--- config.mk ---
export PLATFORM = sky130hd
export DESIGN_NAME = pdm_mic_top
export DESIGN_NICKNAME = d
export VERILOG_FILES = /design/src/hdl/pdm_mic_pkg.sv /design/src/hdl/pdm_sampler.sv /design/src/hdl/cic_filter.sv /design/src/hdl/pcm_fifo.sv /design/src/hdl/pcm_reader.sv /design/src/hdl/pdm_mic_top.sv
export VERILOG_INCLUDE_DIRS = /design/src /design/src/hdl
export SDC_FILE = /design/constraint.sdc
export NUM_CORES = 1
export LEC_CHECK = 0
export BUFFER_PORTS_ARGS = -buffer_cell sky130_fd_sc_hd__buf_2
export CAP_MARGIN = 20
export CORE_MARGIN = 2
export CORE_UTILIZATION = 55
export CTS_CLUSTER_DIAMETER = 100
export DETAILED_ROUTE_END_ITERATION = 8
export GPL_TIMING_DRIVEN = 0
export PLACE_DENSITY = 0.75
export SLEW_MARGIN = 20
export SYNTH_ARGS = -nofsm -noshare
export SYNTH_HDL_FRONTEND = slang
export SYNTH_HIERARCHICAL = 1
export SYNTH_SLANG_ARGS = --single-unit
--- constraint.sdc ---
create_clock -name clk_i -period 14.7 [get_ports clk_i]
set_input_delay 2.94 -clock clk_i [delete_from_list [all_inputs] [get_ports clk_i]]
set_output_delay 2.94 -clock clk_i [all_outputs]
set_load 0.03 [all_outputs]
--- src/hdl/pdm_mic_defines.svh ---
`ifndef PDM_MIC_DEFINES_SVH
`define PDM_MIC_DEFINES_SVH

// Width of one filter output word.
`define PCM_WIDTH 32

// Width of one audio sample after saturation.
`define AUDIO_WIDTH 16

// Integrator and comb stage count of the CIC filter.
`define CIC_ORDER 4

// System clocks per half period of the microphone clock.
`define PDM_DIV 4

// Width of the decimation factor input.
`define DECIM_WIDTH 7

// Entries in the PCM FIFO, kept a power of two.
`define FIFO_DEPTH 8

`endif

--- src/hdl/pdm_mic_pkg.sv ---
`default_nettype none

`include "pdm_mic_defines.svh"

package pdm_mic_pkg;

    // One filter word. The reader looks at it as headroom bits sitting
    // above the audio sample, everybody else just moves the raw value.
    typedef union packed {
        logic [`PCM_WIDTH-1:0] raw;
        struct packed {
            logic [`PCM_WIDTH-`AUDIO_WIDTH-1:0] headroom;  // Must be zero for a clean sample.
            logic [`AUDIO_WIDTH-1:0]             audio;     // Sample as sent out.
        } split;
    } pcm_word_u;

endpackage : pdm_mic_pkg

`default_nettype wire

--- src/hdl/pdm_sampler.sv ---
`default_nettype none

`include "pdm_mic_defines.svh"

module pdm_sampler (
    input  logic clk_i,
    input  logic rst_n_i,
    input  logic pdm_data_i,
    output logic pdm_clk_o,
    output logic pdm_bit_o,
    output logic pdm_valid_o
);

    localparam int CNT_W = ($clog2(`PDM_DIV) > 0) ? $clog2(`PDM_DIV) : 1;

    logic [CNT_W-1:0] div_cnt;
    logic             pdm_clk_q;
    logic             half_end;
    logic [1:0]       sync_q;
    logic             valid_q;

    //////////////////////////////
    // Microphone clock
    //////////////////////////////

    assign half_end = (div_cnt == CNT_W'(`PDM_DIV - 1));  // Last clock of a half period.

    always_ff @(posedge clk_i) begin
        if (!rst_n_i) begin
            div_cnt   <= '0;
            pdm_clk_q <= 1'b0;
        end else if (half_end) begin
            div_cnt   <= '0;
            pdm_clk_q <= ~pdm_clk_q;
        end else begin
            div_cnt <= div_cnt + 1'b1;
        end
    end

    //////////////////////////////
    // Data capture
    //////////////////////////////

    always_ff @(posedge clk_i) begin
        sync_q <= {sync_q[0], pdm_data_i};  // Two flops against metastability.
    end

    // The strobe lands on the first clock after the high phase has run out,
    // by then the synchronized bit has been stable for a clock or more.
    always_ff @(posedge clk_i) begin
        if (!rst_n_i) begin
            valid_q <= 1'b0;
        end else begin
            valid_q <= pdm_clk_q & half_end;  // Once per microphone period.
        end
    end

    assign pdm_clk_o   = pdm_clk_q;
    assign pdm_bit_o   = sync_q[1];
    assign pdm_valid_o = valid_q;

    a_single_strobe : assert property (
        @(posedge clk_i) disable iff (!rst_n_i)
        pdm_valid_o |=> !pdm_valid_o
    );

endmodule : pdm_sampler

`default_nettype wire

--- src/hdl/cic_filter.sv ---
`default_nettype none

`include "pdm_mic_defines.svh"

module cic_filter import pdm_mic_pkg::*; (
    input  logic                    clk_i,
    input  logic                    rst_n_i,
    input  logic                    clear_i,
    input  logic [`DECIM_WIDTH-1:0] decim_i,
    input  logic                    pdm_bit_i,
    input  logic                    pdm_valid_i,
    output pcm_word_u               pcm_o,
    output logic                    pcm_valid_o
);

    localparam int N = `CIC_ORDER;
    localparam int W = `PCM_WIDTH;

    //////////////////////////////
    // Decimation counter
    //////////////////////////////

    logic [`DECIM_WIDTH-1:0] decim_cnt;
    logic                    fire;

    // Fires on the R-th input strobe, so the counter runs 0 to R-1.
    assign fire = pdm_valid_i && (decim_cnt == decim_i - 1'b1);

    always_ff @(posedge clk_i) begin
        if (!rst_n_i || clear_i) begin
            decim_cnt <= '0;
        end else if (fire) begin
            decim_cnt <= '0;                  // Start the next output period.
        end else if (pdm_valid_i) begin
            decim_cnt <= decim_cnt + 1'b1;
        end
    end

    //////////////////////////////
    // Integrators
    //////////////////////////////

    logic [W-1:0] integ_in [N];
    logic [W-1:0] integ_ff [N];

    for (genvar i = 0; i < N; i++) begin : g_integ
        if (i == 0) begin : g_head
            assign integ_in[i] = W'(pdm_bit_i);  // A one bit counts as +1.
        end else begin : g_tail
            assign integ_in[i] = integ_ff[i-1];  // Registered chain, one stage per clock.
        end

        always_ff @(posedge clk_i) begin
            if (!rst_n_i || clear_i) begin
                integ_ff[i] <= '0;
            end else if (pdm_valid_i) begin
                integ_ff[i] <= integ_ff[i] + integ_in[i];  // Wraps, which the combs undo.
            end
        end
    end

    //////////////////////////////
    // Comb stages
    //////////////////////////////

    logic [W-1:0] comb_in  [N];
    logic [W-1:0] comb_dly [N];
    logic [W-1:0] comb_ff  [N];

    // Each stage subtracts its own input from one fire earlier (M = 1).
    // Stage 0 keeps the last integrator, the others the previous comb.
    for (genvar i = 0; i < N; i++) begin : g_comb
        if (i == 0) begin : g_head
            assign comb_in[i] = integ_ff[N-1];
        end else begin : g_tail
            assign comb_in[i] = comb_ff[i-1];
        end

        always_ff @(posedge clk_i) begin
            if (!rst_n_i || clear_i) begin
                comb_dly[i] <= '0;
                comb_ff[i]  <= '0;
            end else if (fire) begin
                comb_dly[i] <= comb_in[i];                 // Delay of one output period.
                comb_ff[i]  <= comb_in[i] - comb_dly[i];
            end
        end
    end

    //////////////////////////////
    // Output
    //////////////////////////////

    logic [N-1:0] fill_q;

    // A one enters per fire, the top bit is set once N fires have passed.
    always_ff @(posedge clk_i) begin
        if (!rst_n_i || clear_i) begin
            fill_q <= '0;
        end else if (fire) begin
            fill_q <= {fill_q[N-2:0], 1'b1};
        end
    end

    assign pcm_valid_o = fill_q[N-1] & fire & ~clear_i;
    assign pcm_o       = pcm_word_u'(comb_ff[N-1]);

    // A zero factor wraps the compare and would decimate by 128.
    a_decim_nonzero : assert property (
        @(posedge clk_i) disable iff (!rst_n_i)
        !clear_i |-> (decim_i != '0)
    );

endmodule : cic_filter

`default_nettype wire

--- src/hdl/pcm_fifo.sv ---
`default_nettype none

`include "pdm_mic_defines.svh"

module pcm_fifo import pdm_mic_pkg::*; (
    input  logic      clk_i,
    input  logic      rst_n_i,
    input  logic      clear_i,
    input  logic      wr_i,
    input  pcm_word_u wr_data_i,
    input  logic      rd_i,
    output pcm_word_u rd_data_o,
    output logic      empty_o,
    output logic      overflow_o
);

    localparam int AW = $clog2(`FIFO_DEPTH);

    pcm_word_u   mem [`FIFO_DEPTH];
    pcm_word_u   rd_data_q;
    logic [AW:0] wr_ptr;       // Top bit tells a full buffer from an empty one.
    logic [AW:0] rd_ptr;
    logic        full;
    logic        wr_ok;
    logic        overflow_q;

    assign empty_o = (wr_ptr == rd_ptr);
    assign full    = (wr_ptr[AW] != rd_ptr[AW]) && (wr_ptr[AW-1:0] == rd_ptr[AW-1:0]);
    assign wr_ok   = wr_i & ~full;  // A full buffer drops the word.

    //////////////////////////////
    // Pointers and flag
    //////////////////////////////

    always_ff @(posedge clk_i) begin
        if (!rst_n_i || clear_i) begin
            wr_ptr <= '0;
            rd_ptr <= '0;
        end else begin
            if (wr_ok) begin
                wr_ptr <= wr_ptr + 1'b1;
            end
            if (rd_i) begin
                rd_ptr <= rd_ptr + 1'b1;
            end
        end
    end

    always_ff @(posedge clk_i) begin
        if (!rst_n_i || clear_i) begin
            overflow_q <= 1'b0;
        end else if (wr_i && full) begin
            overflow_q <= 1'b1;  // Stays set until the next clear.
        end
    end

    //////////////////////////////
    // Storage
    //////////////////////////////

    always_ff @(posedge clk_i) begin
        if (wr_ok) begin
            mem[wr_ptr[AW-1:0]] <= wr_data_i;
        end
    end

    always_ff @(posedge clk_i) begin
        if (rd_i) begin
            rd_data_q <= mem[rd_ptr[AW-1:0]];  // Word shows up the clock after the pop.
        end
    end

    assign rd_data_o  = rd_data_q;
    assign overflow_o = overflow_q;

    a_no_pop_empty : assert property (
        @(posedge clk_i) disable iff (!rst_n_i)
        rd_i |-> !empty_o
    );

endmodule : pcm_fifo

`default_nettype wire

--- src/hdl/pcm_reader.sv ---
`default_nettype none

`include "pdm_mic_defines.svh"

module pcm_reader import pdm_mic_pkg::*; (
    input  logic                    clk_i,
    input  logic                    rst_n_i,
    input  logic                    rd_en_i,
    input  logic                    empty_i,
    input  pcm_word_u               word_i,
    output logic                    pop_o,
    output logic [`AUDIO_WIDTH-1:0] audio_o,
    output logic                    audio_valid_o,
    output logic                    clip_o
);

    logic                    pend_q;
    logic                    over;
    logic [`AUDIO_WIDTH-1:0] audio_q;
    logic                    valid_q;
    logic                    clip_q;

    // One word in flight at a time, the next pop waits for the read data.
    assign pop_o = rd_en_i & ~empty_i & ~pend_q;

    always_ff @(posedge clk_i) begin
        if (!rst_n_i) begin
            pend_q <= 1'b0;
        end else begin
            pend_q <= pop_o;  // FIFO data is valid while this is high.
        end
    end

    //////////////////////////////
    // Saturation
    //////////////////////////////

    assign over = (word_i.split.headroom != '0);  // Anything above 16 bits clips.

    always_ff @(posedge clk_i) begin
        if (!rst_n_i) begin
            valid_q <= 1'b0;
            clip_q  <= 1'b0;
        end else begin
            valid_q <= pend_q;
            if (pend_q) begin
                clip_q <= over;
            end
        end
    end

    always_ff @(posedge clk_i) begin
        if (pend_q) begin
            audio_q <= over ? '1 : word_i.split.audio;
        end
    end

    assign audio_o       = audio_q;
    assign audio_valid_o = valid_q;
    assign clip_o        = clip_q;

endmodule : pcm_reader

`default_nettype wire

--- src/hdl/pdm_mic_top.sv ---
`default_nettype none

`include "pdm_mic_defines.svh"

module pdm_mic_top import pdm_mic_pkg::*; (
    input  logic                    clk_i,
    input  logic                    rst_n_i,
    input  logic                    clear_i,
    input  logic [`DECIM_WIDTH-1:0] decim_i,
    input  logic                    pdm_data_i,
    input  logic                    rd_en_i,
    output logic                    pdm_clk_o,
    output logic [`AUDIO_WIDTH-1:0] audio_o,
    output logic                    audio_valid_o,
    output logic                    clip_o,
    output logic                    overflow_o
);

    logic      pdm_bit;     // Synchronized microphone bit.
    logic      pdm_valid;
    pcm_word_u pcm_word;    // Filter output, before buffering.
    logic      pcm_valid;
    pcm_word_u fifo_word;
    logic      fifo_empty;
    logic      fifo_pop;

    pdm_sampler pdm_sampler_i (
        .clk_i       (clk_i),
        .rst_n_i     (rst_n_i),
        .pdm_data_i  (pdm_data_i),
        .pdm_clk_o   (pdm_clk_o),
        .pdm_bit_o   (pdm_bit),
        .pdm_valid_o (pdm_valid)
    );

    cic_filter cic_filter_i (
        .clk_i       (clk_i),
        .rst_n_i     (rst_n_i),
        .clear_i     (clear_i),
        .decim_i     (decim_i),
        .pdm_bit_i   (pdm_bit),
        .pdm_valid_i (pdm_valid),
        .pcm_o       (pcm_word),
        .pcm_valid_o (pcm_valid)
    );

    pcm_fifo pcm_fifo_i (
        .clk_i      (clk_i),
        .rst_n_i    (rst_n_i),
        .clear_i    (clear_i),
        .wr_i       (pcm_valid),
        .wr_data_i  (pcm_word),
        .rd_i       (fifo_pop),
        .rd_data_o  (fifo_word),
        .empty_o    (fifo_empty),
        .overflow_o (overflow_o)
    );

    pcm_reader pcm_reader_i (
        .clk_i         (clk_i),
        .rst_n_i       (rst_n_i),
        .rd_en_i       (rd_en_i),
        .empty_i       (fifo_empty),
        .word_i        (fifo_word),
        .pop_o         (fifo_pop),
        .audio_o       (audio_o),
        .audio_valid_o (audio_valid_o),
        .clip_o        (clip_o)
    );

endmodule : pdm_mic_top

`default_nettype wire

======== Yosys cells after proc, flatten, opt, wreduce, memory -nomap -nowiden ========
Memory sizes are Yosys's and may differ from the RTL's. A register that Yosys moved wholly into a read port is not among the register bits.
Index checks and enable logic that the tools add are counted.
W data, S select, Z words.
operators by class
  $add $sub $neg .......................... 13
  eq/ne operators ......................... 5
  mux-type cells .......................... 22
  bitwise logic cells ..................... 24
  reduce and logical (&&, ||, !) cells .... 8
operators with widths
  kind                   count
  $mux W32               12
  $sub A32 B32 Y32       4
  $add A32 B32 Y32       3
  $add A32 B1 Y32        1
  $reduce_bool A16 Y1    1
  $or A1 B1 Y1           12
  $mux W1                10
  $add A4 B1 Y4 const B  2
  $add A7 B1 Y7 const B  1
  $eq A7 B7 Y1           1
  $sub A7 B1 Y7 const B  1
  $and A1 B1 Y1          6
  $not A1 Y1             6
  $eq A4 B4 Y1           1
  $reduce_or A2 Y1       2
  $eq A3 B3 Y1           1
  $logic_and A1 B1 Y1    3
  $add A2 B1 Y2 const B  1
  $eq A2 B2 Y1 const B   1
  $logic_not A1 Y1       1
  $logic_or A1 B1 Y1     1
  $ne A1 B1 Y1           1
word-level totals
  register bits after elaboration ......... 45
  RAM bits ................................ 640
  input bits .............................. 12
  logic and storage cells ................. 89
  memories ................................ 4
memory list
  name                   words  width  read ports  clocked after Yosys merged registers in  write ports  line              source
  pcm_fifo_i.mem         8      32     1           1                                        1            pcm_fifo.sv:19    pcm_word_u mem [`FIFO_DEPTH];
  cic_filter_i.comb_dly  4      32     4           0                                        4            cic_filter.sv:67  logic [W-1:0] comb_dly [N];
  cic_filter_i.comb_ff   4      32     4           0                                        4            cic_filter.sv:68  logic [W-1:0] comb_ff [N];
  cic_filter_i.integ_ff  4      32     4           0                                        4            cic_filter.sv:44  logic [W-1:0] integ_ff [N];

======== Longest topological paths before layout ========
  depth in word-level cells ............... 8
  depth in mapped cells ................... 12

======== Modules after synthesis ========
Netlist, hierarchy kept.
by module, submodules not included
  module       instances  cells an instance  area each (um^2)  sequential area each (um^2)
  cic_filter   1          2604               26111.3           11751.3
  pcm_fifo     1          465                11173.2           8828.5
  pcm_reader   1          46                 743.2             540.5
  pdm_sampler  1          12                 172.7             120.1

======== Worst setup path before layout ========
OpenSTA, ideal clock, no wires.
  path kind ............................... input-to-reg
  start ................................... input decim_i[0]
  end ..................................... memory cic_filter_i/comb_dly[0][0] in the netlist's numbering, enable pin
  data arrival time ....................... 9.628 ns
  data required time ...................... 14.066 ns
  setup slack ............................. 4.438 ns
  stages .................................. 8
  cells stage by stage .................... inv_1 -> ha_1 -> xnor2_1 -> a21oi_1 -> o2111ai_1 -> a2111oi_2 -> nand2_1 -> nand2_1
RTL lines
  element          line              source
  start, declared  pdm_mic_top.sv:9  input logic [`DECIM_WIDTH-1:0] decim_i,
  end, declared    cic_filter.sv:67

======== Final worst setup path ========
  start ................................... input decim_i[0]
  end ..................................... memory pcm_fifo_i/mem[1][19] in the netlist's numbering, enable pin
between the ends
  cells in the longest elaborated chain, start to end .. 8
ends and longest elaborated chain
  element                        line               source
  $sub A7 B1 Y7                  cic_filter.sv:27   assign fire = pdm_valid_i && (decim_cnt == decim_i - 1'b1);
  $eq A7 B7 Y1                   cic_filter.sv:27
  $logic_and A1 B1 Y1            cic_filter.sv:27
  $and A1 B1 Y1 (2 in a row)     cic_filter.sv:105  assign pcm_valid_o = fill_q[N-1] & fire & ~clear_i;
  via pcm_valid                  pdm_mic_top.sv:22  logic pcm_valid;
  $and A1 B1 Y1                  pcm_fifo.sv:29     assign wr_ok = wr_i & ~full;
  $mux W1                        pcm_fifo.sv:62     if (wr_ok) begin
  $mux W1 (not written as such)  pcm_fifo.sv:63     mem[wr_ptr[AW-1:0]] <= wr_data_i;
  end, declared                  pcm_fifo.sv:19
The timed path passes the listed nets, and every way through them passes these cells.

==> results.txt <==
----------------------------------------------------
[Yosys]
  Mean Syn Cell Area ... 12.2 sq um
  Area of the mapped netlist ... 38200 sq um
  Proportion of netlist area held by the largest area contributor ... a little over half
  Post-Synthesis Net Count ... between 3000 and 4000
  Synth async-reset ratio ... 0%
  Post-Syn Instances ... 3127
  Count of flip-flops with a built-in enable after synthesis ... slightly below 700
  Yosys top cell by area ... edfxtp_1
  Synthesis Warnings ... 6
  Number of synthesized register bits ... 717
  Main synth FF type ... edfxtp_1
  Cell types with the largest area share after synthesis ... edfxtp_1 54%, ha_1 7.3%, nor2_1 3.3%
  Post-synth cell types ... 97
  Sequential share of the synthesized area ... 55.6%

[Clocking]
  Hold-fix buffer count after cts ... 0
  CTS sink count ... 717
  Count of cells resized by post-cts repair ... 0
  Clock tree from TritonCTS ... yes
  Clock-pin slew reported for the worst setup and hold paths after clock tree synthesis ... 0.06 ns
  Largest buffer count on any clock path ... 3
  Root buffer selected by CTS ... clkbuf_16
  Number of clock buffers inserted by TritonCTS ... 76
  Depth of the CTS H-tree ... 3
  Postcts setup bufs ... 0
  Clock latency at the later pin of the worst-skew pair ... 0.64 ns

[Global routing]
  Antenna violations before repair ... 0
  Total gr overflow ... 0
  Global-route usage over all layers ... 23.8%
  Vias in the first global route ... about 25000
  Global-route wire length before repair ... 134000 microns
  Pin count of the biggest net entering global routing ... 58

[STA]
  Max transition margin ... a little over a third
  Accumulated negative setup slack ... 0 ns
  Total count of hold-check failures in the final report ... 0
  Peak Freq ... 139 MHz
  Hold Slack ... 0.346 ns
  Setup repair after global routing missed its margin ... false
  Number of max-slew violations in the final report ... 0
  Clock Skews ... 0.0247 ns
  Pin slew with the least headroom to its limit ... 0.974 ns
  Period minus WS final ... slightly above 7 ns
  Final period util ... 48.9%
  Endpoints failing setup ... 0

[Worst setup path]
  Max FO, Critical Path ... 8
  Critical Path Max Stage Delay ... 0.87 ns
  Worst Setup Start Kind ... input port
  Slowest CP cell ... nor4b_2
  Worst-path cell chain ... buf_2 > inv_1 > ha_1 > xnor2_1 > a21oi_1 > o2111ai_1 > a2111oi_2 > nand2_1 > nor3b_1 > o41ai_2 > nor4b_2 > buf_4 > buf_2 > buf_2 > buf_2
  Endpoint required time on the critical path ... 15.02 ns
  CP Class ... input port to register
  Most frequent CP cell ... buf_2
  Endpoint arrival time on the critical path ... between 7 and 8 ns
  Crit. End Element ... register

[Routing]
  Post-DRT Antenna Nets ... 0
  Average wire per cell in the routed design ... 19.7 microns
  Total vias in the final route ... 24976
  Detailed router's first-iteration violation count ... 2083
  Via density ... 5.84
  Post-detailed-route DRC marker count ... 0
  Detailed-router iteration count before antenna repair ... 5
  Overall routed net length ... 84200 microns

[Pwr]
  Worst ir drop on vdd ... 0.0828 mV
  Power per standard cell area ... 110 nW/um^2
  Leakage power ... 0.0165 uW

[Floorplan]
  Starting utilization of the core area ... a little under three fifths
  I/O pin total ... 32
  Placeable core area ... 68700 sq um
  Chip width ... between 200 and 300 microns
  Die Height ... 268 microns
  Die area ... a little over 70000 sq um
  Std-Cell Rows ... 96

[Placement]
  Post-DP HPWL ... 60000 microns
  Global placer's final weighted congestion ... 0.960
  Placed Instances ... between 4000 and 5000
  Port buffer count ... 31

[Finish]
  Area growth, synth to finish ... 11.6%
  Share of final-layout standard cells stronger than drive strength 1 ... 11.0%
  Number of nets in the final layout ... 3529
  Total inserted antenna cells ... 0
  Leading cell types in the layout, fill and taps excluded ... 688 x edfxtp_1, 333 x nor2_1, 224 x ha_1
  Finished Layout Cells ... between 4000 and 5000
  Filler cell count ... 5230
  Most common cell after layout, fill and taps aside ... edfxtp_1

[Status]
  Run status ... finished clean

[Run]
  # Max-Cap Violations ... 0

[Min path]
  Hold Crit Class ... register to register

----------------------------------------------------
cell usage after synthesis (all sizes together) (10+ instances only):
cell type / n
nand3: 52
buf: 33
inv: 161
a211oi: 29
nand4: 21
nor2: 335
clkbuf: 67
and2: 144
mux2: 33
nor3: 51
a21oi: 176
o31ai: 20
xor2: 126
a21o: 113
xnor2: 103
and3: 44
or2: 10
edfxtp: 688
mux4: 64
nor2b: 35
dfxtp: 29
o21ai: 118
ha: 224
a41oi: 14
a31oi: 36
nor3b: 11
nand2b: 47
nor4: 13
nand2: 152
o21bai: 20
o31a: 14
o21a: 27
metal layers:
| layer | part of all wire (%) | up-vias | track usage (%) |
|---|---|---|---|
| met1 | 42 | 12230 | 30.2 |
| met2 | 51 | 644 | 42.2 |
| met3 | 4.3 | 160 | 3.47 |
| met5 | 0 | - | 0 |
| li1 | - | 11942 | - |
| met4 | 2.6 | 0 | 7.17 |
final cells by class:
cell class / count / area [sq um] / share of cell area [%]
multi-input combinational: 2149 / 15900 / 37.3
buffer: 100 / 518 / 1.22
sequential: 717 / 21200 / 49.8
clock buffer: 103 / 2080 / 4.89
tap: 931 / 1160 / 2.73
timing repair buffer: 81 / 672 / 1.58
clock inverter: 33 / 434 / 1.02
inverter: 161 / 604 / 1.42
path summary, 6_finish.rpt:
path / slack, ns / cells after the start / endpoint / start
max: 7.50 / 15 / pcm_fifo_i/mem[1][19] / decim_i[0]
min: 0.35 / 0 / pdm_sampler_i/sync_q[1] / pdm_sampler_i/sync_q[0]
max reg2reg: 9.84 / 11 / pcm_fifo_i/mem[1][19] / pdm_sampler_i/pdm_valid_o
min reg2reg: 0.35 / 0 / pdm_sampler_i/sync_q[1] / pdm_sampler_i/sync_q[0]
cell families (layout without fill, tap and decap cells):
group	count (synthesis)	after routing	share of synthesized area, %
xor+xnor	229	229	5.27
simple gates	938	938	12.1
fa+ha+maj	231	231	7.70
mux	106	106	5.08
flops	717	717	55.6
buf+inv	261	478	2.94
compound gates	645	645	11.3
through the flow:
step           setup slack (ns)  total power, uW  instance area (sq um)  utilization [%]
2_1_floorplan              4.44             2700                  38200                -
3_3_place_gp               1.58             2800                  39500             57.5
3_5_place_dp               7.08             2800                  40100             58.4
4_1_cts                    7.55             4720                  42600             62.0
5_1_grt                    7.17             4850                  42600             62.1
6_report                   7.50             4690                  42600             62.1
power breakdown:
group | internal, uW | switching, uW | total [uW]
clock | 1110 | 809 | 1920
combinational | 183 | 271 | 453
sequential | 2280 | 36.4 | 2310
worst max-delay path: cells and delay by family:
kind	cells	cell delay, ns
XOR/XNOR	1	0.12
buffers and inverters	6	1.17
adder cells (fa/ha/maj)	1	0.29
AO/OA/AOI/OAI	4	0.94
AND/OR/NAND/NOR	3	2.04
sequential cells by signal, summed over array words and instances (netlist names), 2 cells and up:
signal                  count
pcm_fifo_i/wr_ptr           4
pdm_sampler_i/div_cnt       2
pcm_fifo_i/mem            256
cic_filter_i/comb_dly     128
pcm_fifo_i/rd_ptr           4
cic_filter_i/decim_cnt      7
cic_filter_i/comb_ff      128
pcm_reader_i/audio_o       16
cic_filter_i/integ_ff     128
pcm_fifo_i/rd_data_o       32
cic_filter_i/fill_q         4
pdm_sampler_i/sync_q        2
Note: power is estimated with default switching activity, not from simulation.
